===== config.mk =====
export PLATFORM = sky130hd
export DESIGN_NAME = bus_sampler
export DESIGN_NICKNAME = d
export VERILOG_FILES = /design/src/hdl/eeprom_pkg.sv /design/src/hdl/bus_sampler.sv
export SDC_FILE = /design/constraint.sdc
export NUM_CORES = 1
export LEC_CHECK = 0
export BUFFER_PORTS_ARGS = -buffer_cell sky130_fd_sc_hd__buf_4
export CAP_MARGIN = 20
export CORE_AREA = 2 2 39 41
export DETAILED_ROUTE_END_ITERATION = 16
export DIE_AREA = 0 0 41 43
export PLACE_DENSITY = 0.51
export SLEW_MARGIN = 0
export SYNTH_ARGS = -nofsm -noshare
export SYNTH_HDL_FRONTEND = slang
export SYNTH_SLANG_ARGS = --single-unit
export TNS_END_PERCENT = 100

===== constraint.sdc =====
create_clock -name scl -period 1.7 [get_ports scl]
set_clock_uncertainty 0.05 [all_clocks]
set_input_delay 0.085 -clock scl [delete_from_list [all_inputs] [get_ports scl]]
set_output_delay 0.085 -clock scl [all_outputs]
set_load 0.01 [all_outputs]

===== src/hdl/eeprom_pkg.sv =====
package eeprom_pkg;

    // upper nibble of every control byte
    localparam logic [3:0] device_code = 4'b1010;

    // one-cycle bus pulses plus the synchronized data level
    typedef struct packed {
        logic start;
        logic stop;
        logic clk_rise;
        logic clk_fall;
        logic sda;
    } bus_event_t;

    typedef enum logic [2:0] {
        mode_idle,
        mode_rx,
        mode_tx,
        mode_ack_send,
        mode_ack_get
    } shift_mode_e;

    typedef enum logic [2:0] {
        st_idle,
        st_ctrl,
        st_addr,
        st_wdata,
        st_restart,
        st_rctrl,
        st_rdata,
        st_rack
    } ctrl_state_e;

    // single-cycle strobe to the array
    typedef struct packed {
        logic        we;
        logic        re;
        logic [10:0] addr;
        logic [7:0]  wdata;
    } mem_req_t;

endpackage


===== src/hdl/bus_sampler.sv =====
`timescale 1ns/10ps

module bus_sampler #(
    parameter int sync_stages = 2
) (
    input  logic                   scl,
    input  logic                   arst_n,
    input  logic                   serial_clk,
    input  logic                   sda_in,
    output eeprom_pkg::bus_event_t events
);
    import eeprom_pkg::*;

    logic [sync_stages-1:0] clk_sync;
    logic [sync_stages-1:0] sda_sync;
    logic                   clk_now;
    logic                   sda_now;
    logic                   clk_q;
    logic                   sda_q;
    bus_event_t             next_events;

    assign clk_now = clk_sync[sync_stages-1];
    assign sda_now = sda_sync[sync_stages-1];

    // data edges while the clock is high are start and stop
    always_comb
    begin
        next_events.start    = sda_q & ~sda_now & clk_now;
        next_events.stop     = ~sda_q & sda_now & clk_now;
        next_events.clk_rise = ~clk_q & clk_now;
        next_events.clk_fall = clk_q & ~clk_now;
        next_events.sda      = sda_now;
    end

    always_ff @(posedge scl or negedge arst_n)
    begin
        if (!arst_n)
        begin
            // idle bus is high on both lines
            clk_sync <= '1;
            sda_sync <= '1;
            clk_q    <= 1'b1;
            sda_q    <= 1'b1;
            events   <= '0;
        end
        else
        begin
            clk_sync <= {clk_sync[sync_stages-2:0], serial_clk};
            sda_sync <= {sda_sync[sync_stages-2:0], sda_in};
            clk_q    <= clk_now;
            sda_q    <= sda_now;
            events   <= next_events;
        end
    end

endmodule


Word-level counts from Yosys, hierarchy flattened:

Index checks and enable logic that the tools add are counted.

* input port bits: 4
* output and inout bits: 5
* word-level logic and storage cells: 19
* register bits: 11

* bitwise logic cells: 10

Operators by type and width (number)
* $and A1 B1 Y1: 6
* $not A1 Y1: 4

Longest topological paths before layout:

Gate-level depths: netlist (run 1).

* depth after elaboration: 3
* gate-level depth with buffers: 1
* mapped depth without buffers: 1

Least setup slack after synthesis (run 1):

OpenSTA, ideal clock, no wires.

* path kind: flip-flop to flip-flop
* from: reg clk_q
* to: reg events[2] (netlist name)
* data required time: 1530 ps
* stages on the path, launching flop included: 2
* arrival: 688 ps
* path slack: 843 ps
* path buffers: 0
* cell sequence: dfstp_2 -> and2b_2

RTL lines
* start: declaration: RTL line bus_sampler.sv:18 `logic clk_q;`
* start signal: assignment: RTL line bus_sampler.sv:50 `clk_q <= clk_now;`
* end signal: assignment: RTL line bus_sampler.sv:52 `events <= next_events;`
* end: declaration: RTL line bus_sampler.sv:10 `output eeprom_pkg::bus_event_t events`

Final worst setup path (run 1):

* from: reg events[4] (netlist name)
* to: out events[4] (netlist name)

No word-level cell between the ends.

==> impl_metrics.yaml, run 1 <==
worst_hold_path:
  worst_hold_path_type: "primary input to asynchronous set/reset pin"
outcome:
  status: "finished, final reports clean"
clock_tree:
  cts_tree: "yes"
  postCtsSetupBuffers: 0
  clkLatencyLatePin_ns: 0.26
  cts_root_buf: "clkbuf_4"
  cts_hold_buf: 3
  post_cts_resized: 0
  clkSinkCount: 11
  cts_buffers: 3
  clk_pin_slew_ns: 0.06
  clk_path_buf_depth: 2
  htreeDepth: 1
route:
  drt-total-wl_um: 409
  ant_nets: 0
  first_iter_violations: 1
  drc_errors: 0
  drtPass1Iterations: 2
  viasPerCell: 3.76
  drt-wirelength-per-cell_um: 8.89
  vias: 173
die:
  dieArea_um2: 1760
  die_h_um: 43
  coreArea_um2: 1380
  start_util_pct: 22.8
  rows: 14
  design.portCount: 9
  fp.dieW_um: 41
sta:
  setup_viol: 0
  finalHoldViolCount: 0
  fmax_mhz: 1120
  rsz0062_at_grt: "no"
  timing.final.crit_share_pct: 52.7
  tns_ns: 0
  slew_headroom_pct: 91.1
  timing.hold.ws_ns: 0.133
  maxSlewViolCount: 0
  layout_setup_ws_ns: 0.804
  period_minus_slack_ns: 0.896
  tightest_slew_ns: 0.134
setup_path:
  cp_data_required_time_ns: 1.56
  slowest_delay_ns: 0.36
  cp_top_family: "flip-flops"
  reg2regPathDepth: 1
  worst_ep_arrival_time_ns: 0.76
  crit_type: "register to output pin"
  worstPathBufferInverterCount: 1
  critPathCaptureType: "output pin"
  cp_max_fo: 1
  cp-start-kind: "register"
  crit_chain: "buf_4"
  worst_path_max_delay_cell: "dfrtp_1"
  cp.depth: 1
final_layout:
  fin_cells: 46
  drive_above_1_share_pct: 60.0
  fill_cells: 135
  area_growth_pct: 43.3
  n_antenna_cell: 0
  nNetsFinal: 35
job:
  drv_cap: 0
placement:
  place_inst: 39
  gp_congestion: 0.573
  preCtsSetupSlack_ns: 0.827
  io_buffers: 8
power_and_ir_drop:
  leakage_nw: 0.216
  power_w: 0.000485
  power_density_nw_per_um2: 1070
  vdd_drop_max_mv: 0.374
global_route:
  grt-ovfl-total: 0
  grt_pass1_wl_um: 710
  gr-usage-all-layers_pct: 7.14
  grt_pass1_vias: 181
  grt_antenna_before_repair: 0
  grt_max_degree: 12
synth:
  synth_area_um2: 315
  syn_inst: 15
  seq_area_frac_synth_pct: 89.7
  synth_seq_cells: 11
  avgSynthCellArea_um2: 21.0
  yosysWarnings: 0
  synth_fp_nets: 19
  synth_cell_types: 5
==> metal layers <==
layer  up-vias  share of wire [%]  global-route usage [%]
li1         77                  -                       -
met1        87                 34                    7.09
met2         9                 51                    7.19
met3         0                 14                    7.33
met4         0                  0                    8.00
met5         -                  0                       0
==> state kept, by name, summed over array words and instances, names as in the netlist <==
register  count
sda_q         1
clk_q         1
sda_sync      2
events        5
clk_sync      2
==> layout by cell type (no fill, tap or decap) <==
cell | netlist | final
dfstp_2 | 6 | 6
clkbuf_4 | 0 | 3
dlygate4sd3_1 | 0 | 3
clkbuf_1 | 0 | 1
dfrtp_1 | 5 | 5
and2b_2 | 1 | 1
nor2b_1 | 1 | 1
buf_4 | 0 | 8
and3b_1 | 2 | 2
==> synth_stat cells, drive strengths merged <==
cell type,number,area [um^2]
and3b,2,17.5
nor2b,1,6.26
and2b,1,8.76
dfstp,6,158
dfrtp,5,125
==> cells by family (layout without fill, tap and decap cells) <==
kind of cell	Yosys count	after routing	share of synthesized area (%)
AND/OR/NAND/NOR	4	4	10.3
flip-flops	11	11	89.7
buffers and inverters	0	15	0
==> worst paths after layout <==
path                            slack (ns)        start           to
worst max-delay path                  0.80    events[4]    events[4]
worst min-delay path                  0.13       arst_n    events[3]
worst max register to register        0.82        clk_q    events[2]
worst min register to register        0.31  clk_sync[0]  clk_sync[1]
max in group asynchronous             1.25       arst_n  clk_sync[0]
min in group scl                      0.31  clk_sync[0]  clk_sync[1]
==> where the power goes <==
part / internal [W] / total (W) / switching [W]
Sequential: 0.000280 / 0.000285 / 0.00000525
Combinational: 0.0000184 / 0.0000299 / 0.0000115
Clock: 0.0000906 / 0.000169 / 0.0000787
Total: 0.000389 / 0.000485 / 0.0000955
==> layout make-up <==
cell class	instances	area, um^2	share of cell area [%]
well taps	16	20.0	4.43
flip-flops and latches	11	283	62.6
multi-input cells	4	32.5	7.20
repair buffers	11	90.1	19.9
clock buffers	4	26.3	5.82
==> metrics by stage <==
stage,utilization [%],instance area (um^2)
6_report,32.6,452
5_1_grt,32.6,452
4_1_cts,32.6,452
3_5_place_dp,28.6,395
3_3_place_gp,28.6,395
2_1_floorplan,-,315
(Power assumes the default switching activity.)
==> run 2: changes to the inputs <==
Clock period 1.7 ns to 0.91 ns, I/O delays scaled along.
==> run 2 against run 1 <==
Register-to-register slack lost 0.79 ns. Core utilization unchanged. Critical path type is now register to register. Setup slack lost 0.77 ns. First-iteration DRC count decreased by 100%. Critical endpoint is now events[2]. Cell area unchanged. Highest routed layer unchanged.
==> impl_metrics.yaml, run 2 (same netlist as run 1, synthesis figures left out) <==
clock_tree:
  cts_tree: "yes"
  cts_hold_buf: 3
  clk_pin_slew_ns: 0.06
  cts_buffers: 3
  post_cts_resized: 0
  cts_root_buf: "clkbuf_4"
  clk_path_buf_depth: 2
  htreeDepth: 1
  postCtsSetupBuffers: 0
  clkLatencyLatePin_ns: 0.26
  clkSinkCount: 11
setup_path:
  slowest_delay_ns: 0.52
  crit_type: "register to register"
  crit_chain: "and2b_2"
  worstPathBufferInverterCount: 0
  worst_ep_arrival_time_ns: 0.98
  cp_max_fo: 2
  cp_top_family: "flip-flops"
  worst_path_max_delay_cell: "dfstp_2"
  cp_data_required_time_ns: 1.01
  cp-start-kind: "register"
  critPathCaptureType: "register"
sta:
  finalHoldViolCount: 0
  fmax_mhz: 1140
  rsz0062_at_grt: "no"
  slew_headroom_pct: 91.0
  period_minus_slack_ns: 0.878
  maxSlewViolCount: 0
  timing.final.crit_share_pct: 96.5
  tightest_slew_ns: 0.135
  setup_viol: 0
  tns_ns: 0
final_layout:
  drive_above_1_share_pct: 60.0
  multiInputGateArea_um2: 32.5
  regMostFlops: "events"
  register_area_um2: 283
  layout_common_cells: "8 x buf_4, 6 x dfstp_2, 5 x dfrtp_1"
  top_regs: "events (5), clk_sync (2), sda_sync (2)"
  fin_area_um2: 452
  n_antenna_cell: 0
  fill_cells: 134
  area_growth_pct: 43.3
  final_common_cell: "buf_4"
  nNetsFinal: 35
  largest_reg_flops: 5
global_route:
  grt_max_degree: 12
  grt_pass1_wl_um: 655
  grt-ovfl-total: 0
  gr-usage-all-layers_pct: 6.33
  grt_pass1_vias: 177
  grt_antenna_before_repair: 0
power_and_ir_drop:
  leakage_nw: 0.216
  power_density_nw_per_um2: 2000
  vdd_drop_max_mv: 0.717
worst_hold_path:
  worst_hold_path_type: "primary input to asynchronous set/reset pin"
die:
  fp.dieW_um: 41
  design.portCount: 9
  dieArea_um2: 1760
  die_h_um: 43
  rows: 14
  start_util_pct: 22.8
  coreArea_um2: 1380
route:
  drt-wirelength-per-cell_um: 8.98
  drtPass1Iterations: 1
  vias: 161
  ant_nets: 0
  first_iter_violations: 0
  viasPerCell: 3.50
  drc_errors: 0
  drt-total-wl_um: 413
placement:
  gp_congestion: 0.573
  placed_cell_area_um2: 395
  io_buffers: 8
outcome:
  status: "finished, final reports clean"
job:
  drv_cap: 0
-- run 2: cell counts in the layout (fill, tap and decap cells not counted) --
Identical to the previous run, type by type.
-- run 2: final timing paths --
| kind | cells past startpoint | slack (ns) | start | endpoint |
|---|---|---|---|---|
| worst max-delay path | 1 | 0.03 | clk_q | events[2] |
| worst min-delay path | 2 | 0.1 | arst_n | events[3] |
| max in group asynchronous | 2 | 0.49 | arst_n | sda_sync[1] |
| worst min register to register | 0 | 0.31 | clk_sync[0] | clk_sync[1] |
| min in group scl | 0 | 0.31 | clk_sync[0] | clk_sync[1] |
| worst max register to register | 1 | 0.03 | clk_q | events[2] |
-- run 2: metal layers --
| layer | GRT usage (%) | vias up | wire [um] |
|---|---|---|---|
| met5 | 0 | - | 0 |
| met4 | 8.00 | 0 | 0 |
| met3 | 4.19 | 0 | 58 |
| met2 | 6.88 | 9 | 188 |
| met1 | 6.78 | 76 | 167 |
| li1 | - | 76 | - |
-- run 2: layout make-up --
| class | count | share of cell area [%] |
|---|---|---|
| clock buffers | 4 | 5.82 |
| multi-input cells | 4 | 7.20 |
| flip-flops and latches | 11 | 62.6 |
| well taps | 16 | 4.43 |
| repair buffers | 11 | 19.9 |
-- run 2: through the flow --
stage	std cells	utilization [%]	hold WS [ns]	setup slack, ns	total power, W
final	46	32.6	0.0990	0.0320	0.000905
after detailed placement	39	28.6	-0.167	0.0365	0.000590
after global placement	39	28.6	-0.171	0.0456	0.000588
after global routing	46	32.6	0.106	0.00896	0.000955
after CTS	46	32.6	0.0980	0.0307	0.000927
after floorplan	15	-	-0.300	0.0529	0.000552
-- run 2: power by group --
part	leakage, nW	internal, W	switching [W]	total [W]
Combinational	0.0739	0.0000344	0.0000218	0.0000562
Clock	0.0150	0.000169	0.000146	0.000315
Sequential	0.127	0.000523	0.00000980	0.000533
Total	0.216	0.000727	0.000178	0.000905
