--- src/hdl/eeprom_pkg.sv ---
package eeprom_pkg;

    // upper nibble of every control byte
    localparam logic [3:0] device_code = 4'b1010;

    // one-cycle bus pulses plus the synchronized data level
    typedef struct packed {
        logic start;
        logic stop;
        logic clk_rise;
        logic clk_fall;
        logic sda;
    } bus_event_t;

    typedef enum logic [2:0] {
        mode_idle,
        mode_rx,
        mode_tx,
        mode_ack_send,
        mode_ack_get
    } shift_mode_e;

    typedef enum logic [2:0] {
        st_idle,
        st_ctrl,
        st_addr,
        st_wdata,
        st_restart,
        st_rctrl,
        st_rdata,
        st_rack
    } ctrl_state_e;

    // single-cycle strobe to the array
    typedef struct packed {
        logic        we;
        logic        re;
        logic [10:0] addr;
        logic [7:0]  wdata;
    } mem_req_t;

endpackage

--- src/hdl/eeprom_ctrl.sv ---
`timescale 1ns/10ps

module eeprom_ctrl #(
    parameter int mem_addr_width = 11
) (
    input  logic                    scl,
    input  logic                    arst_n,
    input  eeprom_pkg::bus_event_t  events,
    input  logic [7:0]              rx_byte,
    input  logic                    byte_done,
    input  logic                    ack_done,
    input  logic                    acked,
    input  logic [7:0]              rdata,
    output eeprom_pkg::shift_mode_e mode,
    output logic [7:0]              tx_byte,
    output eeprom_pkg::mem_req_t    mem_req
);
    import eeprom_pkg::*;

    localparam int page_width = mem_addr_width - 8;

    ctrl_state_e             state;
    logic [page_width-1:0]   page;
    logic [7:0]              addr_byte;
    logic [mem_addr_width-1:0] mem_addr;
    // waiting for the ninth rise to switch to the next byte's job
    logic                    ack_pend;
    logic                    code_ok;
    logic                    page_ok;
    logic                    rd_bit;

    assign mem_addr = {page, addr_byte};
    assign code_ok  = (rx_byte[7:4] == device_code);
    assign page_ok  = (rx_byte[page_width:1] == page);
    assign rd_bit   = rx_byte[0];

    always_ff @(posedge scl or negedge arst_n)
    begin
        if (!arst_n)
        begin
            state    <= st_idle;
            mode     <= mode_idle;
            ack_pend <= 1'b0;
            mem_req  <= '0;
        end
        else
        begin
            mem_req.we <= 1'b0;
            mem_req.re <= 1'b0;
            if (events.stop)
            begin
                state    <= st_idle;
                mode     <= mode_idle;
                ack_pend <= 1'b0;
            end
            else if (events.start)
            begin
                // repeated start only counts right after the address byte
                state    <= (state == st_wdata) ? st_rctrl : st_ctrl;
                mode     <= mode_rx;
                ack_pend <= 1'b0;
            end
            else if (byte_done)
            begin
                case (state)
                    st_ctrl:
                    begin
                        if (code_ok && !rd_bit)
                        begin
                            state    <= st_addr;
                            mode     <= mode_ack_send;
                            ack_pend <= 1'b1;
                        end
                        else
                        begin
                            state <= st_idle;
                            mode  <= mode_idle;
                        end
                    end
                    st_addr:
                    begin
                        state    <= st_wdata;
                        mode     <= mode_ack_send;
                        ack_pend <= 1'b1;
                    end
                    st_wdata:
                    begin
                        mem_req.we    <= 1'b1;
                        mem_req.addr  <= mem_addr;
                        mem_req.wdata <= rx_byte;
                        state         <= st_restart;
                        mode          <= mode_ack_send;
                        ack_pend      <= 1'b1;
                    end
                    st_rctrl:
                    begin
                        if (code_ok && rd_bit && page_ok)
                        begin
                            mem_req.re   <= 1'b1;
                            mem_req.addr <= mem_addr;
                            state        <= st_rdata;
                            mode         <= mode_ack_send;
                            ack_pend     <= 1'b1;
                        end
                        else
                        begin
                            state <= st_idle;
                            mode  <= mode_idle;
                        end
                    end
                    st_rdata:
                    begin
                        state    <= st_rack;
                        mode     <= mode_ack_get;
                        ack_pend <= 1'b1;
                    end
                    default:
                    begin
                        mode <= mode_idle;
                    end
                endcase
            end
            else if (ack_done && state == st_rack)
            begin
                // no sequential read, a master ack drops the transfer
                state <= acked ? st_idle : st_restart;
                mode  <= mode_idle;
            end
            else if (events.clk_rise && ack_pend)
            begin
                ack_pend <= 1'b0;
                case (state)
                    st_addr,
                    st_wdata: mode <= mode_rx;
                    st_rdata: mode <= mode_tx;
                    default:  mode <= mode_idle;
                endcase
            end
        end
    end

    always_ff @(posedge scl)
    begin
        if (byte_done && state == st_ctrl)
        begin
            page <= rx_byte[page_width:1];
        end
        if (byte_done && state == st_addr)
        begin
            addr_byte <= rx_byte;
        end
        // read data settled well before the ninth rise
        if (events.clk_rise && ack_pend && state == st_rdata)
        begin
            tx_byte <= rdata;
        end
    end

endmodule

--- config.mk ---
export PLATFORM = sky130hd
export DESIGN_NAME = eeprom_ctrl
export DESIGN_NICKNAME = d
export VERILOG_FILES = /design/src/hdl/eeprom_pkg.sv /design/src/hdl/eeprom_ctrl.sv
export SDC_FILE = /design/constraint.sdc
export NUM_CORES = 1
export LEC_CHECK = 0
export ABC_AREA = 1
export BUFFER_PORTS_ARGS = -buffer_cell sky130_fd_sc_hd__buf_4
export CELL_PAD_IN_SITES_DETAIL_PLACEMENT = 0
export CELL_PAD_IN_SITES_GLOBAL_PLACEMENT = 1
export CORE_UTILIZATION = 42
export DETAILED_ROUTE_END_ITERATION = 6
export PLACE_DENSITY = 0.8
export SLEW_MARGIN = 25
export SYNTH_ARGS = -nofsm -noshare
export SYNTH_HDL_FRONTEND = slang
export SYNTH_SLANG_ARGS = --single-unit
--- constraint.sdc ---
create_clock -name scl -period 3.55 [get_ports scl]
set_input_delay 0.71 -clock scl [delete_from_list [all_inputs] [get_ports scl]]
set_output_delay 0.71 -clock scl [all_outputs]
set_load 0.01 [all_outputs]
Yosys cells after proc, flatten, opt, wreduce, memory -nomap -nowiden

Cells that the tools add are included.

Register bits: 47
Input port bits: 26
Output and inout bits: 32

Eq/ne operators: 14
Mux-type cells: 34
Bitwise gates (word level): 2
Reduce and logical (&&, ||, !) cells: 19

Operators by type and width:

| cell                                                  | number |
|---|---|
| two-way mux 21 bit                                    | 3 |
| two-way mux 3 bit                                     | 12 |
| case mux 11 bit (2 select lines)                      | 1 |
| case mux 3 bit (5 select lines)                       | 1 |
| two-way mux 12 bit                                    | 1 |
| case mux 3 bit (4 select lines)                       | 1 |
| inequality test 5 bit, second input constant          | 2 |
| AND reduction 5 bit                                   | 2 |
| == test 3 bit, second input constant                  | 3 |
| two-way mux 1 bit                                     | 9 |
| logical AND 1 bit                                     | 8 |
| two-way mux 8 bit                                     | 1 |
| inequality test 8 x 3 -> 1 bit, second input constant | 1 |
| nonzero test 4 bit                                    | 2 |
| == test 3 x 2 -> 1 bit, second input constant         | 2 |
| two-way mux 2 bit                                     | 3 |
| inequality test 6 x 4 -> 1 bit, second input constant | 1 |
| nonzero test 5 bit                                    | 1 |
| == test 4 bit, second input constant                  | 1 |
| inequality test 4 bit, second input constant          | 1 |
| case mux 2 bit (2 select lines)                       | 1 |
| AND reduction 4 bit                                   | 1 |
| == test 3 x 1 -> 1 bit, second input constant         | 1 |
| == test 3 bit                                         | 1 |
| 8 further kinds                                       | 9 |

Longest topological paths before layout

Gate-level depths: netlist of the first run.

Word-level depth: 8
Gate-level depth with buffers: 10
Mapped depth without buffers: 10

Worst setup path after synthesis of the first run

No wires, ideal clock.

Path kind: input to register
Start: input port byte_done
End: register addr_byte[0], enable pin
Arrival: 1.418 ns
Data required time: 3.167 ns
Path slack: 1.749 ns
Stages on the path: 2
Cells stage by stage: inv_2 -> nor3_1

Word-level cells in the longest chain between the ends: 1

RTL lines:

| what                 | RTL line           | source |
|---|---|---|
| start, declared      | eeprom_ctrl.sv:10  | `input logic byte_done,` |
| logical AND 1 bit    | eeprom_ctrl.sv:148 | `if (byte_done && state == st_addr)` |
| end signal, assigned | eeprom_ctrl.sv:150 | `addr_byte <= rx_byte;` |
| end, declared        | eeprom_ctrl.sv:24  | `logic [7:0] addr_byte;` |

No other way between the ends.
A chain may end at the register's enable or synchronous reset.

Final worst setup path of the first run

Start: input port rx_byte[4]
End: register mem_req[9] in the netlist's numbering

Word-level cells in the longest chain between the ends: 5

RTL lines:

| what                                   | RTL line          | source |
|---|---|---|
| start, declared                        | eeprom_ctrl.sv:9  | `input logic [7:0] rx_byte,` |
| == test 4 bit                          | eeprom_ctrl.sv:33 | `assign code_ok = (rx_byte[7:4] == device_code);` |
| logical AND 1 bit (2 in series)        | eeprom_ctrl.sv:97 | `if (code_ok && rd_bit && page_ok)` |
| inequality test 2 bit (no source line) | -                 |  |
| AND reduction 5 bit (no source line)   | -                 |  |
| end, declared                          | eeprom_ctrl.sv:16 | `output eeprom_pkg::mem_req_t mem_req` |

No other way between the ends.

==> metrics.txt, run 1 <==
multi-input logic area=754 um^2; ys flop type=dfrtp_1; Port-buffer cells=55; Final min period=1.86 ns; most frequent cells in the layout=nand2_1, buf_4, dfrtp_1, edfxtp_1, nand3_1; CP required=3.79 ns; most frequent CP cell=nand2_1; fmax=538 MHz; Post-synth ARST share=59.6%; CTS tree=done; register area=1270 um^2; CP Capture Type=flop; Worst Setup SP=rx_byte[4]; number of buffers created by CTS=5; CP endpoint=mem_req[9]; FP Rows=25; Final Setup Violations=0; Yosys reg bits=47; chip height=73.9 um; FILL cells=465; RSZ-0062 raised after global routing=no; drt first-iter violations=84; Syn Nets=259; Rel. slew slack=59.1%; Critical R2R Capture=mem_req[9]; DRC=0; Tot Pwr=1.13 mW; CTS sink cnt=47; Die ar.=5470 um^2; worst r2r src=page[0]; drt wl/cell=12.1 um; Worst VDD drop=0.360 mV; vias per cell=4.62; CP Cell Sequence=buf_4, nor2_1, nand2_1, nor2_2, nand3_2, nand3b_4, nand2_2, nand2_1, nand2_1; Worst-Margin Slew=0.611 ns; WP data arrival=2.09 ns; Seq/Total Area, Yosys=58.5%; Met1 Wirelength=2130 um; Worst Slack Setup Final=1.69 ns; final net count=315; Setup TNS=0 ns; final wirelength=4310 um; kind of critical path=primary input to flop; GR Util All Layers=17.0%; top routing layer in use=met4; largest net degree at the start of global routing=29; clock root cell=clkbuf_8; share of cells above drive strength 1=29.0%; Synth Area per Inst=9.33 um^2; H-tree Lvls=2; vias in the first global route=1470; register-to-register setup slack=1.89 ns; placer congestion estimate=0.886; final worst path period share=52.4%; Met2 Routed Length=1960 um; max-cap violations=0; GRT overflow=0; Antenna Violating Nets Remaining=0; CTS Buffer Depth=2; Final Skew=0.0115 ns; Syn Inst Count=233; final hold violations=0; Area growth, synth to finish=26.8%; EDFF count, synth=19; worst skew pair latency=0.30 ns; diode count=0; CORE AREA=4850 um^2; commonest non-fill, non-tap cell in the layout=nand2_1; P_leak=1.42 nW; Initial Util=44.8%; status=completed; synth unique cells=25; Place WS=1.36 ns; post-CTS sizing=0; first-pass GRT wire length=6990 um; startpoint type of the worst setup path=primary input; final number of max-transition violations=0; post-CTS setup buffers=0; DRT Pass-1 Iters=5; Crit-path slowest cell=nand3b_4; Final HPWL DP=3160 um; slowest stage delay, CP=0.31 ns; die width=73.9 um; Mapped Area=2170 um^2; hold buffer count at cts=0; clock-pin slew on the worst setup and hold paths=0.09 ns; Synth Warn #=0; Hold WC Path Type=primary input to async pin; Top-Level Pins=58; pwr/cell area=409 nW/um^2; Max FO, Critical Path=13; Routed met3 length=176 um; initial antenna violation count=0; total number of vias=1649; R2R cell count=8
[routing by layer]
layer | GRT usage (%) | vias to the layer above
met5 | 0 | -
met4 | 5.34 | 0
met3 | 4.47 | 5
met2 | 24.8 | 40
met1 | 24.9 | 736
li1 | - | 868
[critical path, delay by kind of cell]
family	cells	cell delay, ns
buf+inv	1	0.12
simple gates	8	1.25
[synthesized netlist by cell type (4+ instances only)]
| library cell | instances | area share [%] |
|---|---|---|
| a21boi_0 | 8 | 2.8 |
| a21oi_1 | 11 | 2.5 |
| dfrtp_1 | 28 | 32 |
| edfxtp_1 | 19 | 26 |
| inv_1 | 15 | 2.6 |
| inv_2 | 8 | 1.4 |
| nand2_1 | 77 | 13 |
| nand2_2 | 4 | 1.2 |
| nand3_1 | 17 | 3.9 |
| nor2_1 | 13 | 2.2 |
| o21ai_0 | 5 | 1.2 |
| o21ai_1 | 6 | 1.4 |
[cell type report]
class | instances | share of cell area [%]
Multi-Input combinational cell | 155 | 27.4
Sequential cell | 47 | 46.1
Clock buffer | 6 | 2.63
Tap cell | 67 | 3.04
Clock inverter | 2 | 2.18
Timing Repair Buffer | 56 | 15.3
Inverter | 24 | 3.36
[stage by stage]
step                      instance area, um^2  hold WS, ns  cells  util [%]
after global routing                     2760        0.341    357      56.8
after detailed placement                 2620        0.460    349      54.1
final                                    2760        0.320    357      56.8
after CTS                                2760        0.325    357      56.8
after floorplan                          2170        0.414    233         -
after global placement                   2620        0.455    349      54.1
[kinds of logic (layout without fill, tap and decap cells)]
group / count (synthesis) / in the layout / synth area share [%]
DFF: 47 / 47 / 58.5
and+or+nand+nor: 124 / 124 / 26.5
AOI/OAI and AO/OA: 31 / 31 / 8.23
buffers and inverters: 31 / 88 / 6.79
[power breakdown]
group          internal, mW  switching, mW
combinational        0.0376         0.0507
sequential            0.575        0.00699
clock                 0.281          0.174
[worst min-delay path by stage]
stage                     startpoint         end  slack [ns]  depth (start not counted)
final                         arst_n  mem_req[5]        0.32                          1
after detailed placement  mem_req[5]  mem_req[5]        0.46                          2
after CTS                     arst_n  mem_req[5]        0.32                          1
after global placement    mem_req[5]  mem_req[5]        0.46                          2
after floorplan               arst_n    ack_pend        0.41                          0
after global routing          arst_n  mem_req[5]        0.34                          1
[state kept, by name, summed over array words and instances, names as in the netlist]
| signal | cells |
|---|---|
| state | 3 |
| ack_pend | 1 |
| addr_byte | 8 |
| mode | 3 |
| mem_req | 21 |
| page | 3 |
| tx_byte | 8 |
Note: power is estimated with default switching activity, not from simulation.
==> run 2, diff against run 1 <==
--- a/config.mk
+++ b/config.mk
@@ -9,9 +9,9 @@
 export BUFFER_PORTS_ARGS = -buffer_cell sky130_fd_sc_hd__buf_4
 export CELL_PAD_IN_SITES_DETAIL_PLACEMENT = 0
 export CELL_PAD_IN_SITES_GLOBAL_PLACEMENT = 1
-export CORE_UTILIZATION = 42
+export CORE_UTILIZATION = 35
 export DETAILED_ROUTE_END_ITERATION = 6
-export PLACE_DENSITY = 0.8
+export PLACE_DENSITY = 0.71
 export SLEW_MARGIN = 25
 export SYNTH_ARGS = -nofsm -noshare
 export SYNTH_HDL_FRONTEND = slang
==> constraint.sdc (replaced) <==
create_clock -name scl -period 1.55 [get_ports scl]
set_input_delay 0.31 -clock scl [delete_from_list [all_inputs] [get_ports scl]]
set_output_delay 0.31 -clock scl [all_outputs]
set_load 0.01 [all_outputs]
==> run 2 against run 1 <==
- via count up 5.1%
- clock skew down 0.0052 ns
- non-clock buffer count up 13
- hold slack worse by 0.13 ns
- die area up 19%
- global-route usage down 1.6 points
- core utilization down 9.0 points
- register-to-register slack worse by 1.7 ns
- first-iteration DRC count down 23%
- critical path type is now flop to flop
- largest power group unchanged
==> metrics.txt, run 2 (synthesis gave the netlist of run 1 again) <==
first-pass GRT wire length=7590 um (was 6990 um); drt wl/cell=12.4 um (was 12.1 um); share of cells above drive strength 1=31.7% (was 29.0%); DRT Pass-1 Iters=4 (was 5); met1 Use GR=21.6% (was 24.9%); Area growth, synth to finish=31.1% (was 26.8%); CTS Buffer Depth=2 (unchanged); clock root cell=clkbuf_8 (unchanged); post-CTS setup buffers=0 (unchanged); Top Usage Layer GRT=met2 (was met1); fmax=730 MHz; initial antenna violation count=0 (unchanged); Initial Util=36.5% (was 44.8%); number of buffers created by CTS=5 (unchanged); worst r2r src=state[1] (was page[0]); hold path depth=1; Biggest register=mem_req (unchanged); slowest stage delay, CP=0.41 ns (was 0.31 ns); most frequent cells in the layout=nand2_1, buf_4, dfrtp_1, edfxtp_1, nand3_1 (unchanged); Worst Setup SP=state[1] (was rx_byte[4]); final number of max-transition violations=0 (unchanged); P_leak=1.48 nW (was 1.42 nW); pwr/cell area=791 nW/um^2 (was 409 nW/um^2); commonest non-fill, non-tap cell in the layout=nand2_1 (unchanged); Die ar.=6530 um^2 (was 5470 um^2); worst skew pair latency=0.30 ns (about the same); Rel. slew slack=75.8% (was 59.1%); routing usage on met3=3.37% (was 4.47%); Final Setup Violations=0 (unchanged); most frequent CP cell=nand2_1 (unchanged); register-to-register setup slack=0.18 ns (was 1.89 ns); CTS tree=done (unchanged); vias per cell=4.58 (was 4.62); Final HPWL DP=3580 um (was 3160 um); startpoint type of the worst setup path=flop (was primary input); final hold violations=0 (unchanged); GR Util All Layers=15.4% (was 17.0%); Top-Level Pins=58 (unchanged); WP data arrival=1.61 ns (was 2.09 ns); Max FO, Critical Path=4 (was 13); CP Capture Type=flop (unchanged); drt first-iter violations=65 (was 84); diode count=0 (unchanged); Setup TNS=0 ns (unchanged); final wirelength=4680 um (was 4310 um); FILL cells=597 (was 465); Top Registers=mem_req (21), addr_byte (8), tx_byte (8) (unchanged); R2R cell count=9 (was 8); CTS sink cnt=47 (unchanged); vias in the first global route=1575 (was 1470); final worst path period share=88.4%; Final Skew=0.00628 ns (was 0.0115 ns); largest net degree at the start of global routing=29 (unchanged); total number of vias=1733 (was 1649); chip height=80.8 um (was 73.9 um); placer congestion estimate=0.779 (was 0.886); Worst-Margin Slew=0.363 ns (was 0.611 ns); register area=1270 um^2 (unchanged); DRC=0 (unchanged); H-tree Lvls=2 (unchanged); GRT overflow=0 (unchanged); final net count=328 (was 315); max FFs per register=21 (unchanged); CORE AREA=5960 um^2 (was 4850 um^2); CP Cell Sequence=inv_1, nand2_1, nor2_4, nand4_1, nand2_1, nand2_1, nand2_1, nand2_1, nand2_1 (was buf_4, nor2_1, nand2_1, nor2_2, nand3_2, nand3b_4, nand2_2, nand2_1, nand2_1); Worst Hold Path EP=tx_byte[6]; Tot Pwr=2.25 mW (was 1.13 mW); status=completed (unchanged); Critical R2R Capture=mode[1] (was mem_req[9]); Final min period=1.37 ns; Hold WC Path Type=primary input to flop (was primary input to async pin); multi-input logic area=764 um^2 (was 754 um^2); Worst VDD drop=0.411 mV (was 0.360 mV); Port-buffer cells=55 (unchanged); max-cap violations=0 (unchanged); CP required=1.79 ns (was 3.79 ns); Crit-path slowest cell=dfrtp_1 (was nand3b_4); clock-pin slew on the worst setup and hold paths=0.09 ns (about the same); Antenna Violating Nets Remaining=0 (unchanged); kind of critical path=flop to flop (was primary input to flop); die width=80.8 um (was 73.9 um); RSZ-0062 raised after global routing=no (unchanged); FP Rows=28 (was 25); hold path start=rdata[6]; GRT met2 Usage=23.8% (was 24.8%)
## run 2: changes by cell type in the layout (fill, tap and decap cells not counted), sizes merged
cell,before,now
buf,56,68
clkinv,0,2
dlygate4sd3,0,1
bufinv,2,0
## run 2: how the worst max path moves through the flow
| stage | endpoint | slack (ns) | cells past startpoint |
|---|---|---|---|
| final | mode[1] | 0.18 | 9 |
| after detailed placement | mem_req[14] | 0.07 | 9 |
| after floorplan | tx_byte[0] | 0.15 | 4 |
| after global placement | mem_req[16] | 0.07 | 9 |
| after CTS | mem_req[18] | 0.17 | 8 |
| after global routing | mode[1] | 0.01 | 9 |
## run 2: power by group
group          internal, mW  total [mW]  switching, mW  leakage [nW]
logic                0.0966       0.219          0.123         0.879
clock network         0.311       0.704          0.393        0.0426
registers              1.32        1.33         0.0128         0.555
total                  1.72        2.25          0.529          1.48
## run 2: critical path, delay by kind of cell (launching register included)
kind                   cells  cell delay (ns)
DFF                        1             0.41
and+or+nand+nor            8             0.81
buffers and inverters      1             0.10
## run 2: layer usage
layer	wire [um]	vias up	share of wire, %
met4	51	0	1.1
met1	2160	799	46
li1	-	893	-
met5	0	-	0
met3	173	4	3.7
met2	2290	37	49
## run 2: layout make-up
class | count | area share, %
Timing Repair Buffer | 69 | 19.1
Inverter | 24 | 3.25
Sequential cell | 47 | 44.6
Tap cell | 75 | 3.29
Clock inverter | 2 | 0.307
Clock buffer | 6 | 2.55
Multi-Input combinational cell | 155 | 26.8
## run 2: timing repair
item,4_1_cts,5_1_grt
endpoints found under the hold margin,28,0
gates resized for setup,0,1
hold buffers,1,0
setup endpoints to repair,0,3
## run 2: stage by stage
| stage | instances | hold slack (ns) | setup slack [ns] | instance area [um^2] | utilization (%) |
|---|---|---|---|---|---|
| floorplan | 233 | 0.0144 | 0.154 | 2180 | - |
| global placement | 369 | 0.255 | 0.0701 | 2750 | 46.2 |
| detailed placement | 369 | 0.263 | 0.0706 | 2750 | 46.2 |
| CTS | 378 | 0.174 | 0.173 | 2840 | 47.8 |
| global route | 378 | 0.164 | 0.0130 | 2850 | 47.8 |
| finish | 378 | 0.189 | 0.180 | 2850 | 47.8 |
