## src/hdl/eeprom_pkg.sv

```systemverilog
package eeprom_pkg;

    // upper nibble of every control byte
    localparam logic [3:0] device_code = 4'b1010;

    // one-cycle bus pulses plus the synchronized data level
    typedef struct packed {
        logic start;
        logic stop;
        logic clk_rise;
        logic clk_fall;
        logic sda;
    } bus_event_t;

    typedef enum logic [2:0] {
        mode_idle,
        mode_rx,
        mode_tx,
        mode_ack_send,
        mode_ack_get
    } shift_mode_e;

    typedef enum logic [2:0] {
        st_idle,
        st_ctrl,
        st_addr,
        st_wdata,
        st_restart,
        st_rctrl,
        st_rdata,
        st_rack
    } ctrl_state_e;

    // single-cycle strobe to the array
    typedef struct packed {
        logic        we;
        logic        re;
        logic [10:0] addr;
        logic [7:0]  wdata;
    } mem_req_t;

endpackage

```

## src/hdl/bit_engine.sv

```systemverilog
`timescale 1ns/10ps

module bit_engine (
    input  logic                    scl,
    input  logic                    arst_n,
    input  eeprom_pkg::bus_event_t  events,
    input  eeprom_pkg::shift_mode_e mode,
    input  logic [7:0]              tx_byte,
    output logic [7:0]              rx_byte,
    output logic                    byte_done,
    output logic                    ack_done,
    output logic                    acked,
    output logic                    sda_oe
);
    import eeprom_pkg::*;

    // counts clock rises in a 9-bit frame
    logic [3:0] bit_cnt;
    logic [7:0] shreg;
    logic       frame_reset;
    logic       tx_load;

    assign frame_reset = events.start | events.stop;
    // end of the ack slot starts the next byte
    assign tx_load = events.clk_fall & (bit_cnt == 4'd9) & (mode == mode_tx);

    always_ff @(posedge scl or negedge arst_n)
    begin
        if (!arst_n)
        begin
            bit_cnt   <= '0;
            byte_done <= 1'b0;
            ack_done  <= 1'b0;
            acked     <= 1'b0;
            sda_oe    <= 1'b0;
        end
        else
        begin
            byte_done <= 1'b0;
            ack_done  <= 1'b0;
            if (frame_reset)
            begin
                bit_cnt <= '0;
                sda_oe  <= 1'b0;
            end
            else if (events.clk_rise)
            begin
                if (bit_cnt == 4'd7)
                begin
                    byte_done <= 1'b1;
                end
                // ninth bit carries the master's ack, low means ack
                if (bit_cnt == 4'd8)
                begin
                    acked <= ~events.sda;
                end
                if (bit_cnt != 4'd9)
                begin
                    bit_cnt <= bit_cnt + 4'd1;
                end
            end
            else if (events.clk_fall)
            begin
                if (bit_cnt == 4'd8)
                begin
                    sda_oe <= (mode == mode_ack_send);
                end
                else if (bit_cnt == 4'd9)
                begin
                    ack_done <= 1'b1;
                    bit_cnt  <= '0;
                    sda_oe   <= (mode == mode_tx) ? ~tx_byte[7] : 1'b0;
                end
                else if (bit_cnt != 4'd0 && mode == mode_tx)
                begin
                    // rise already shifted, next bit sits at the msb
                    sda_oe <= ~shreg[7];
                end
                else
                begin
                    sda_oe <= 1'b0;
                end
            end
        end
    end

    // one shift register for both directions
    always_ff @(posedge scl)
    begin
        if (tx_load)
        begin
            shreg <= tx_byte;
        end
        else if (events.clk_rise && bit_cnt < 4'd8)
        begin
            shreg <= {shreg[6:0], events.sda};
        end
        if (events.clk_rise && bit_cnt == 4'd7 && !frame_reset)
        begin
            rx_byte <= {shreg[6:0], events.sda};
        end
    end

endmodule

```

## config.mk

```make
export PLATFORM = sky130hd
export DESIGN_NAME = bit_engine
export DESIGN_NICKNAME = d
export VERILOG_FILES = /design/src/hdl/eeprom_pkg.sv /design/src/hdl/bit_engine.sv
export SDC_FILE = /design/constraint.sdc
export NUM_CORES = 1
export LEC_CHECK = 0
export BUFFER_PORTS_ARGS = -buffer_cell sky130_fd_sc_hd__buf_4
export CAP_MARGIN = 0
export CORE_MARGIN = 1
export CORE_UTILIZATION = 45
export CTS_CLUSTER_DIAMETER = 50
export DETAILED_ROUTE_END_ITERATION = 16
export PLACE_DENSITY = 0.73
export SETUP_SLACK_MARGIN = 0.05
export SYNTH_ARGS = -nofsm -noshare
export SYNTH_HDL_FRONTEND = slang
export SYNTH_SLANG_ARGS = --single-unit
export TNS_END_PERCENT = 20
```

## constraint.sdc

```tcl
create_clock -name scl -period 1.92 [get_ports scl]
set_input_delay 0.288 -clock scl [delete_from_list [all_inputs] [get_ports scl]]
set_output_delay 0.288 -clock scl [all_outputs]
set_load 0.02 [all_outputs]
```

# Yosys cells after proc, flatten, opt, wreduce, memory -nomap -nowiden

Index checks and enable logic that the tools add are counted.

Bits in latches: 0
Register bits after elaboration: 24
Memory bits (read-only): 0
Bits of input ports: 18
Memories kept: 0
Output and inout port bits: 12
Memory bits (writable): 0

Reductions and logical operators: 13
Multipliers: 0
Bitwise logic cells: 7
Mux-type cells: 23
Equality and inequality tests: 9
Shift-type cells: 0
Add/subtract/negate cells: 1
Divide/modulo/power cells: 0
Order comparisons: 1

Operators with widths:

| cell                                          | count |
|---|---|
| 2-to-1 mux 4 bit                              | 6 |
| 2-to-1 mux 8 bit                              | 2 |
| 2-to-1 mux 1 bit                              | 15 |
| == test 4 bit, second input constant          | 2 |
| == test 3 x 2 -> 1 bit, second input constant | 2 |
| nonzero test 3 bit                            | 2 |
| adder 4 x 1 -> 4 bit, second input constant   | 1 |
| == test 4 x 3 -> 1 bit, second input constant | 1 |
| logical AND 1 bit                             | 4 |
| < comparator 4 bit, second input constant     | 1 |
| != test 4 bit, second input constant          | 1 |
| inverter 1 bit                                | 4 |
| AND reduction 4 bit                           | 1 |
| nonzero test 2 bit                            | 2 |
| nonzero test 4 bit                            | 1 |
| != test 3 x 1 -> 1 bit, second input constant | 1 |
| != test 3 bit, second input constant          | 1 |
| AND reduction 3 bit                           | 1 |
| bitwise AND 1 bit                             | 2 |
| != test 2 x 1 -> 1 bit, second input constant | 1 |
| AND reduction 2 bit                           | 1 |
| logical NOT 1 bit                             | 1 |
| bitwise OR 1 bit                              | 1 |

# Longest topological paths before layout

Gate-level depths: netlist of the first run.

Depth after elaboration: 8
Mapped depth: 5
Mapped depth without buffers: 5

# Least setup slack after synthesis of the first run

OpenSTA, ideal clock, no wires.

Path type: input port to flip-flop
Start point: input port events[3] (netlist bit)
End point: register rx_byte[0] (enable)
Required time: 1.519 ns
Setup slack: -0.125 ns
Arrival time: 1.644 ns
Path buffers: 1
Cell stages on the path: 3
Cell sequence: or2_1 buf_6 nor4b_1

Word-level cells in the longest chain between the ends: 3

Ends and longest elaborated chain:

| element              | line              | text |
|---|---|---|
| start, declared      | bit_engine.sv:6   | `input eeprom_pkg::bus_event_t events,` |
| bitwise OR 1 bit     | bit_engine.sv:23  | `assign frame_reset = events.start \| events.stop;` |
| logical NOT 1 bit    | bit_engine.sv:98  | `if (events.clk_rise && bit_cnt == 4'd7 && !frame_reset)` |
| logical AND 1 bit    | bit_engine.sv:98  |  |
| end signal, assigned | bit_engine.sv:100 | `rx_byte <= {shreg[6:0], events.sda};` |
| end, declared        | bit_engine.sv:9   | `output logic [7:0] rx_byte,` |

No other way between the ends.
A chain may end at the register's enable or synchronous reset.

# Worst setup path after layout of the first run

Start point: register bit_cnt[1]
End point: register shreg[6] (enable)

Word-level cells in the longest chain between the ends: 4
Elaborated cells between the ends (all ways): 6

Ends and longest elaborated chain:

| element                                 | line             | text |
|---|---|---|
| start, declared                         | bit_engine.sv:18 | `logic [3:0] bit_cnt;` |
| start signal, assigned                  | bit_engine.sv:59 | `bit_cnt <= bit_cnt + 4'd1;` |
| == test 4 bit                           | bit_engine.sv:25 | `assign tx_load = events.clk_fall & (bit_cnt == 4'd9) & (mode == mode_tx);` |
| bitwise AND 1 bit (2 in series)         | bit_engine.sv:25 |  |
| nonzero test 2 bit (no source line) (*) | -                |  |
| end signal, assigned                    | bit_engine.sv:92 | `shreg <= tx_byte;` |
| end signal, assigned                    | bit_engine.sv:96 | `shreg <= {shreg[6:0], events.sda};` |
| end, declared                           | bit_engine.sv:19 | `logic [7:0] shreg;` |

Mark *: on every way between the ends. The rest lies on a longest branch, timed or not.

==> flow_summary.ini, run 1 <==
[status]
status = completed

[route]
vias = 741
wl_met3_um = 105
drt-met1-wl_um = 830
routed_wl_mm = 1.94
viasPerCell = 5.41
firstDrtPassIters = 5
maxUsedRoutingLayer = met4
post_drt_wl_per_cell_um = 14.2
wl_met2_um = 986
drc = 0
drtIter0Drc = 11
drtAntennaViolNets = 0

[setup_path]
crit_cells = 6
path_cells = inv_1, ha_1, and3b_1, nand3_4, o21ai_0, buf_4
critPathBufInv = 2
start_kind = flop
r2r_cells = 6
slowest_delay_ps = 420
worstPathRequired_ps = 1940
path_class = flop to flop
worstPathArrival_ps = 1700
slowest_stage = dfrtp_1
crit_fanout = 9
critPathTopFamily = simple AND/OR/NAND/NOR gates
endpoint_kind = flop

[clocking]
clock_latency_ps = 300
cts_buffers = 3
clock-root-buffer = clkbuf_4
clockBufferDepth = 2
cts_tree = yes
clk_pin_slew_ps = 130
postCtsSetupRepairBufs = 0
cts_max_level = 1
cts.sinks = 24

[floorplan]
die-area_um2 = 2640
start_util_pct = 48.7
io_pins = 30
dieHeight_um = 51.4
die_width_um = 51.4
core_um2 = 2250
rows = 17

[placement]
placed_cells = 132
post-dp-hpwl_mm = 1.49
io_buffers = 29
place_area_um2 = 1350
gp_congestion = 0.775

[yosys]
syn_nets = 96
synth-seq-area-share_pct = 62.0
syn-instance-count = 75
yosys_warnings = 0
synth_seq_cells = 24
syn_avg_cell_area_um2 = 14.6
syn_area_um2 = 1100
synth_cell_types = 32

[final_layout]
layout_common_cells = 31 x buf_4, 16 x edfxtp_1, 8 x dfrtp_1, 6 x mux2_2
post-route-util_pct = 63.1
fill_cells = 181
final_common_cell = buf_4
drive_gt1_share_pct = 44.0
fin_area_um2 = 1420
area_growth_syn_to_layout_pct = 29.6
num_antenna_cells = 0
fin_nets = 131
stdcell_count = 137
seq_area_um2 = 681
multi_input_area_um2 = 397

[sta]
slew_headroom_pct = 73.1
setup_tns_ps = 0
setup_viol_count_final = 0
hold_ws_ps = 159
max_slew.worst_pin.slew_ps = 398
period_needed_ps = 1680
fmax_ghz = 0.595
drv_slew = 0
finalCritPeriodShare_pct = 87.5
grt_setup_unrepaired = false
fin_skew_ps = 8.47
hold_violations = 0

[power_and_ir_drop]
p_leak_nw = 0.579
power.density_nw_per_um2 = 700
peakVddDrop_v = 0.000538

[global_routing]
grt_overflow_total = 0
grt_pass1_wl_mm = 3.08
grt.total_usage_pct = 16.0
antenna_found_initial = 0
grt_max_degree = 15
grt_pass1_vias = 698

[job]
cap_violations = 0

[min_path]
worstHoldPathCells = 2
holdCritPathClass = input port to flop
-- layer usage --
metal / up-vias / track usage [%]
li1: 357 / -
met1: 356 / 21.1
met2: 26 / 27.3
met3: 2 / 1.79
met4: 0 / 5.41
met5: - / 0
-- area by class of cell --
cell class	count	share of cell area, %
Clock inverter	1	2.11
Timing Repair Buffer	32	17.1
Sequential cell	24	47.8
Inverter	4	1.06
Multi-Input combinational cell	45	27.9
Clock buffer	3	1.58
Tap cell	28	2.46
-- stage by stage --
step	setup slack, ps	power, mW
2_1_floorplan	174	0.614
3_3_place_gp	228	0.651
3_5_place_dp	176	0.653
4_1_cts	161	1.00
5_1_grt	103	1.03
6_report	240	0.996
-- synthesized netlist by cell type, drive strengths merged --
master  number  area share, %
mux2         9            9.2
ha           3            3.4
nor3         1           0.46
inv          4            1.4
or3b         1           0.80
o21ai        1           0.46
nand3b       1           0.68
and4bb       1            1.1
a21oi        2           0.91
o31ai        2            1.4
nor3b        1            1.1
and3b        1           0.80
dfrtp        8             18
or4b         1            1.3
or2          2            1.1
nand2        2           0.68
nor4b        2            1.6
nand2b       1           0.57
nor2         1           0.34
buf          2            1.7
nand3        3            1.8
or3          1           0.57
nand4        4            2.3
nor2b        1           0.57
edfxtp      16             44
mux2i        2            1.8
o211ai       2            1.8
-- flip-flops by register name, summed over array words and instances, names as in the netlist --
| register | cells |
|---|---|
| rx_byte | 8 |
| sda_oe | 1 |
| ack_done | 1 |
| shreg | 8 |
| byte_done | 1 |
| bit_cnt | 4 |
| acked | 1 |
-- cell families (layout without fill, tap and decap cells) --
group | after synthesis | after routing | synth area share, %
fa+ha+maj | 3 | 3 | 3.42
flops | 24 | 24 | 62.0
buf+inv | 6 | 40 | 3.08
simple gates | 24 | 24 | 15.9
mux | 11 | 11 | 11.1
compound gates | 7 | 7 | 4.56
-- power breakdown --
part           leakage (nW)  total (mW)  internal (mW)  switching (mW)
registers             0.256       0.573          0.566         0.00640
logic                 0.295      0.0713         0.0402          0.0312
clock network        0.0279       0.352          0.211           0.141
total                 0.579       0.996          0.817           0.179
-- worst register-to-register path, delay by kind of cell (launching register included) --
family                     cells  cell delay (ps)
AOI/OAI and AO/OA              1              110
adders and majority gates      1              170
DFF                            1              420
buffers and inverters          2              290
and+or+nand+nor                2              420
-- repair_timing --
| item | 4_1_cts | 5_1_grt |
|---|---|---|
| setup endpoints to repair | 0 | 10 |
| gates resized for setup | 0 | 1 |
| hold buffers | 1 | 0 |
| endpoints found under the hold margin | 8 | 0 |
-- final timing paths --
| kind | startpoint | to | slack [ps] |
|---|---|---|---|
| worst max-delay path | bit_cnt[1]$_DFFE_PN0P_ | shreg[6]$_DFFE_PP_ | 240 |
| worst min-delay path | events[0] | acked$_DFFE_PN0P_ | 160 |
| worst max register to register | bit_cnt[1]$_DFFE_PN0P_ | shreg[6]$_DFFE_PP_ | 240 |
| worst min register to register | shreg[4]$_DFFE_PP_ | rx_byte[5]$_DFFE_PP_ | 470 |
| max in group asynchronous | arst_n | bit_cnt[2]$_DFFE_PN0P_ | 1430 |
| min in group asynchronous | arst_n | sda_oe$_DFFE_PN0P_ | 360 |
Note: power is estimated with default switching activity, not from simulation.
==> run 2, diff against run 1 <==
- ABC_AREA: not set -> 1
- CORE_UTILIZATION: 45 -> 46
- PLACE_DENSITY: 0.73 -> 0.74
==> run 2 against run 1 <==
Hold slack worse by 11 ps. First-iteration DRC count up 150%. Area after synthesis increased by 5.1%. Clock-buffer cell count stayed put. Clock power up 5%. Via count increased by 24%. Wire length is 20% higher. Combinational power up 17%.
==> flow_summary.ini, run 2 <==
[status]
status = completed

[final_layout]
area_growth_syn_to_layout_pct = 28.5
final_common_cell = nand2_1
num_antenna_cells = 0
fill_cells = 184
top_regs = rx_byte: 8 flops, shreg: 8 flops, bit_cnt: 4 flops
fin_nets = 175
drive_gt1_share_pct = 31.4
stdcell_count = 181
layout_common_cells = 43 x nand2_1, 31 x buf_4, 16 x edfxtp_1, 11 x inv_1, 8 x dfrtp_1

[yosys]
synth_top_cells_by_count = 43 x nand2_1, 16 x edfxtp_1, 11 x inv_1
synth_seq_cells = 24
yosysMostFrequentCell = nand2_1
synth_top_area_cell = edfxtp_1
syn_area_um2 = 1150
yosys_warnings = 0
synthFlopType = edfxtp_1
syn_avg_cell_area_um2 = 9.78
syn-instance-count = 118
yosys.area.top_type_share_pct = 41.6
synth-seq-area-share_pct = 59.0
syn_nets = 139
synth-edff-count = 16
synth-async-reset-ratio_pct = 33.3
ys_top_cells_by_area = edfxtp_1 42%, dfrtp_1 17%, nand2_1 14%
synth_cell_types = 25

[clocking]
clockBufferDepth = 2
cts_max_level = 1
clock-root-buffer = clkbuf_4
post_cts_resized = 0
clk_pin_slew_ps = 130
postCtsSetupRepairBufs = 0
cts.sinks = 24
cts_buffers = 3
cts_tree = yes
clock_latency_ps = 320

[sta]
grt_setup_unrepaired = false
max_slew.worst_pin.slew_ps = 328
fmax_ghz = 0.591
finalCritPeriodShare_pct = 88.2
setup_viol_count_final = 0
fin_skew_ps = 7.26
hold_violations = 0
drv_slew = 0
slew_headroom_pct = 78.1
period_needed_ps = 1690
fin_ws_ps = 227
hold_ws_ps = 148
setup_tns_ps = 0

[route]
viasPerCell = 5.08
drtIter0Drc = 27
drc = 0
drtAntennaViolNets = 0
routed_wl_mm = 2.32
vias = 919
firstDrtPassIters = 4
post_drt_wl_per_cell_um = 12.8

[power_and_ir_drop]
p_leak_nw = 0.711
peakVddDrop_v = 0.000353
power.density_nw_per_um2 = 692

[global_routing]
grt_pass1_wl_mm = 3.85
grt_overflow_total = 0
grt_util_met2_pct = 35.0
grt_pass1_vias = 893
top_usage_layer = met2
grt.total_usage_pct = 19.8
antenna_found_initial = 0
use_met1_pct = 23.8
grt_max_degree = 15
met3_usage_pct = 2.92

[placement]
placed_cells = 176
post-dp-hpwl_mm = 1.76
dp_slack_ps = 236
gp_congestion = 0.803
io_buffers = 29

[setup_path]
endpoint_kind = flop
slowest_stage = dfrtp_1
worstPathRequired_ps = 1960
critPathTopFamily = flip-flops
start_kind = flop
path_cells = inv_1, ha_1, nand3_4, nor2_4, nand2_4, o21ai_0, buf_4
crit_fanout = 10
slowest_delay_ps = 440
path_class = flop to flop
critPathBufInv = 2
worstPathArrival_ps = 1740

[floorplan]
io_pins = 30
dieHeight_um = 52.1
start_util_pct = 50.2
rows = 17
core_um2 = 2300
die_width_um = 52.1
die-area_um2 = 2710

[min_path]
holdCritPathClass = input port to flop

[job]
cap_violations = 0
[run 2: report_power, final]
part	switching, mW	internal [mW]
registers	0.00785	0.566
logic	0.0436	0.0395
clock network	0.158	0.211
[run 2: final cells by class]
type | count | area (um2) | share of cell area (%)
Sequential cell | 24 | 681 | 45.9
Multi-Input combinational cell | 79 | 417 | 28.1
Clock buffer | 3 | 22.5 | 1.52
Timing Repair Buffer | 32 | 243 | 16.4
Clock inverter | 1 | 30.0 | 2.03
Inverter | 14 | 55.1 | 3.71
Tap cell | 28 | 35.0 | 2.36
[run 2: routing by layer]
metal  vias up  wire length (um)
met5         -                 0
met4         0                30
met3         4               129
met2        40              1130
met1       419              1030
li1        456                 -
[run 2: kinds of logic (layout without fill, tap and decap cells)]
kind of cell	Yosys count	in the layout	synth area share, %
adders and majority gates	3	3	3.25
buffers and inverters	15	50	5.42
and+or+nand+nor	68	68	28.4
DFF	24	24	59.0
AOI/OAI and AO/OA	8	8	3.90
[run 2: repair_timing]
item	CTS	global route
hold endpoints to repair	8	0
setup endpoints to repair	0	0
hold buffers	1	0
[run 2: stage by stage]
stage	utilization [%]	power (mW)	cell area (um2)
floorplan	-	0.618	1160
global placement	61.8	0.662	1420
detailed placement	61.8	0.666	1420
CTS	64.5	1.03	1480
global route	64.5	1.05	1480
finish	64.5	1.03	1480
[run 2: worst paths after layout]
check | slack (ps) | endpoint | cells past startpoint | start
worst max-delay path | 230 | shreg[2]$_DFFE_PP_ | 7 | bit_cnt[1]$_DFFE_PN0P_
worst min-delay path | 150 | acked$_DFFE_PN0P_ | 2 | events[0]
worst max register to register | 230 | shreg[2]$_DFFE_PP_ | 7 | bit_cnt[1]$_DFFE_PN0P_
worst min register to register | 470 | rx_byte[6]$_DFFE_PP_ | 0 | shreg[5]$_DFFE_PP_
max in group asynchronous | 1500 | bit_cnt[2]$_DFFE_PN0P_ | 2 | arst_n
min in group asynchronous | 300 | bit_cnt[0]$_DFFE_PN0P_ | 2 | arst_n
==> run 3, diff against run 2 <==
- CORE_UTILIZATION: 46 -> 50
- PLACE_DENSITY: 0.74 -> 0.76
- clock period: 1.92 -> 1.9 ns (I/O delays scaled with it)
==> run 3 against run 2 <==
Final cell count did not move. Clock skew shrank 4.6 ps. Sequential power up 0.9%. Largest cell class unchanged. Sequential share of layout area grew 0.83 points. Critical path type unchanged.
==> flow_summary.ini, run 3 (synthesized netlist as in run 2, its figures left out) <==
[status]
status = completed

[final_layout]
layout_common_cells = 43 x nand2_1, 31 x buf_4, 16 x edfxtp_1, 11 x inv_1, 8 x dfrtp_1
area_growth_syn_to_layout_pct = 26.2
post-route-util_pct = 66.5
num_antenna_cells = 0
fin_nets = 175
final_common_cell = nand2_1
drive_gt1_share_pct = 30.7
fill_cells = 183
stdcell_count = 181
top_regs = rx_byte: 8 flops, shreg: 8 flops, bit_cnt: 4 flops

[global_routing]
grt_max_degree = 14
antenna_found_initial = 0
grt.total_usage_pct = 19.1
grt_pass1_wl_mm = 3.52
grt_pass1_vias = 815
grt_overflow_total = 0

[power_and_ir_drop]
combPwrFrac_pct = 9.4
internal-power_mw = 0.688
sw_frac_of_total_pct = 21.7
p_clk_share_pct = 24.7
peakVddDrop_v = 0.000489
p_seq_share_pct = 65.9
p_switching_mw = 0.191
p_leak_nw = 0.698
power.density_nw_per_um2 = 603

[placement]
placed_cells = 176
gp_congestion = 0.891
post-dp-hpwl_mm = 1.67
io_buffers = 29

[setup_path]
worstPathRequired_ps = 1930
endpoint_kind = flop
slowest_delay_ps = 430
start_kind = flop
slowest_stage = dfrtp_1
worstPathArrival_ps = 1700
critPathTopFamily = flip-flops
critPathBufInv = 2
crit_fanout = 10
path_class = flop to flop
path_cells = inv_1, ha_1, nand3_4, nor2_4, nand2_4, o21ai_0, buf_4

[clocking]
clockBufferDepth = 2
clk_pin_slew_ps = 120
cts.sinks = 24
cts_buffers = 3
clock-root-buffer = clkbuf_4
cts_tree = yes
post_cts_resized = 0
clock_latency_ps = 300
cts_max_level = 1

[sta]
setup_tns_ps = 0
hold_violations = 0
grt_setup_unrepaired = false
fmax_ghz = 0.600
setup_viol_count_final = 0
fin_skew_ps = 2.71
drv_slew = 0
period_needed_ps = 1670
max_slew.worst_pin.slew_ps = 321
slew_headroom_pct = 78.6
finalCritPeriodShare_pct = 87.7

[route]
drtAntennaViolNets = 0
drc = 0
viasPerCell = 4.89
firstDrtPassIters = 4
wl_met2_mm = 1.22
vias = 885
wl_met3_um = 48
drt-met1-wl_um = 868
maxUsedRoutingLayer = met4
routed_wl_mm = 2.16
drtIter0Drc = 25
post_drt_wl_per_cell_um = 11.9

[floorplan]
start_util_pct = 52.7
die-area_um2 = 2500
die_width_um = 50.0
core_um2 = 2190
dieHeight_um = 50.0
rows = 17
io_pins = 30

[job]
cap_violations = 0

[min_path]
holdCritPathClass = input port to flop
run 3: cell types whose count changed in the layout (fill, tap and decap cells not counted), sizes merged:
cell,before,now
bufinv,1,0
clkinv,0,1
run 3: final cells by class:
class,count,area (um2),share of cell area [%]
timing repair buffer,32,243,16.7
tap,28,35.0,2.41
clock inverter,1,3.75,0.258
clock buffer,3,22.5,1.55
inverter,14,55.1,3.78
multi-input combinational,79,417,28.6
sequential,24,681,46.7
run 3: worst paths after layout:
check	start	to	slack, ps	cells after the start
worst min register to register	shreg[3]$_DFFE_PP_	rx_byte[4]$_DFFE_PP_	460	0
max in group asynchronous	arst_n	bit_cnt[1]$_DFFE_PN0P_	1450	2
worst min-delay path	events[0]	acked$_DFFE_PN0P_	150	2
worst max register to register	bit_cnt[1]$_DFFE_PN0P_	shreg[7]$_DFFE_PP_	230	7
min in group asynchronous	arst_n	bit_cnt[3]$_DFFE_PN0P_	330	2
worst max-delay path	bit_cnt[1]$_DFFE_PN0P_	shreg[7]$_DFFE_PP_	230	7
run 3: repair_timing:
action | in CTS | in global routing
buffers inserted | 0 | 0
endpoints found under the hold margin | 8 | 0
hold buffers | 1 | 0
run 3: power groups by stage:
stage	Combinational (mW)	Sequential (mW)	Clock, mW
5_1_grt	0.0927	0.580	0.251
3_3_place_gp	0.0786	0.589	0
2_1_floorplan	0.0350	0.589	0
3_5_place_dp	0.0814	0.590	0
4_1_cts	0.0835	0.579	0.231
6_report	0.0827	0.579	0.217
run 3: metrics by stage:
step / instance area, um2 / power (mW) / hold slack (ps) / setup slack, ps
floorplan: 1160 / 0.624 / -10.6 / 212
global placement: 1420 / 0.668 / 109 / 303
detailed placement: 1420 / 0.672 / 110 / 241
CTS: 1460 / 0.894 / 137 / 227
global route: 1460 / 0.924 / 142 / 134
finish: 1460 / 0.879 / 148 / 234
run 3: routing by layer:
| layer | vias to the layer above | global-route usage [%] |
|---|---|---|
| met4 | 0 | 10.0 |
| li1 | 457 | - |
| met2 | 13 | 34.9 |
| met5 | - | 0 |
| met3 | 2 | 1.85 |
| met1 | 413 | 21.6 |
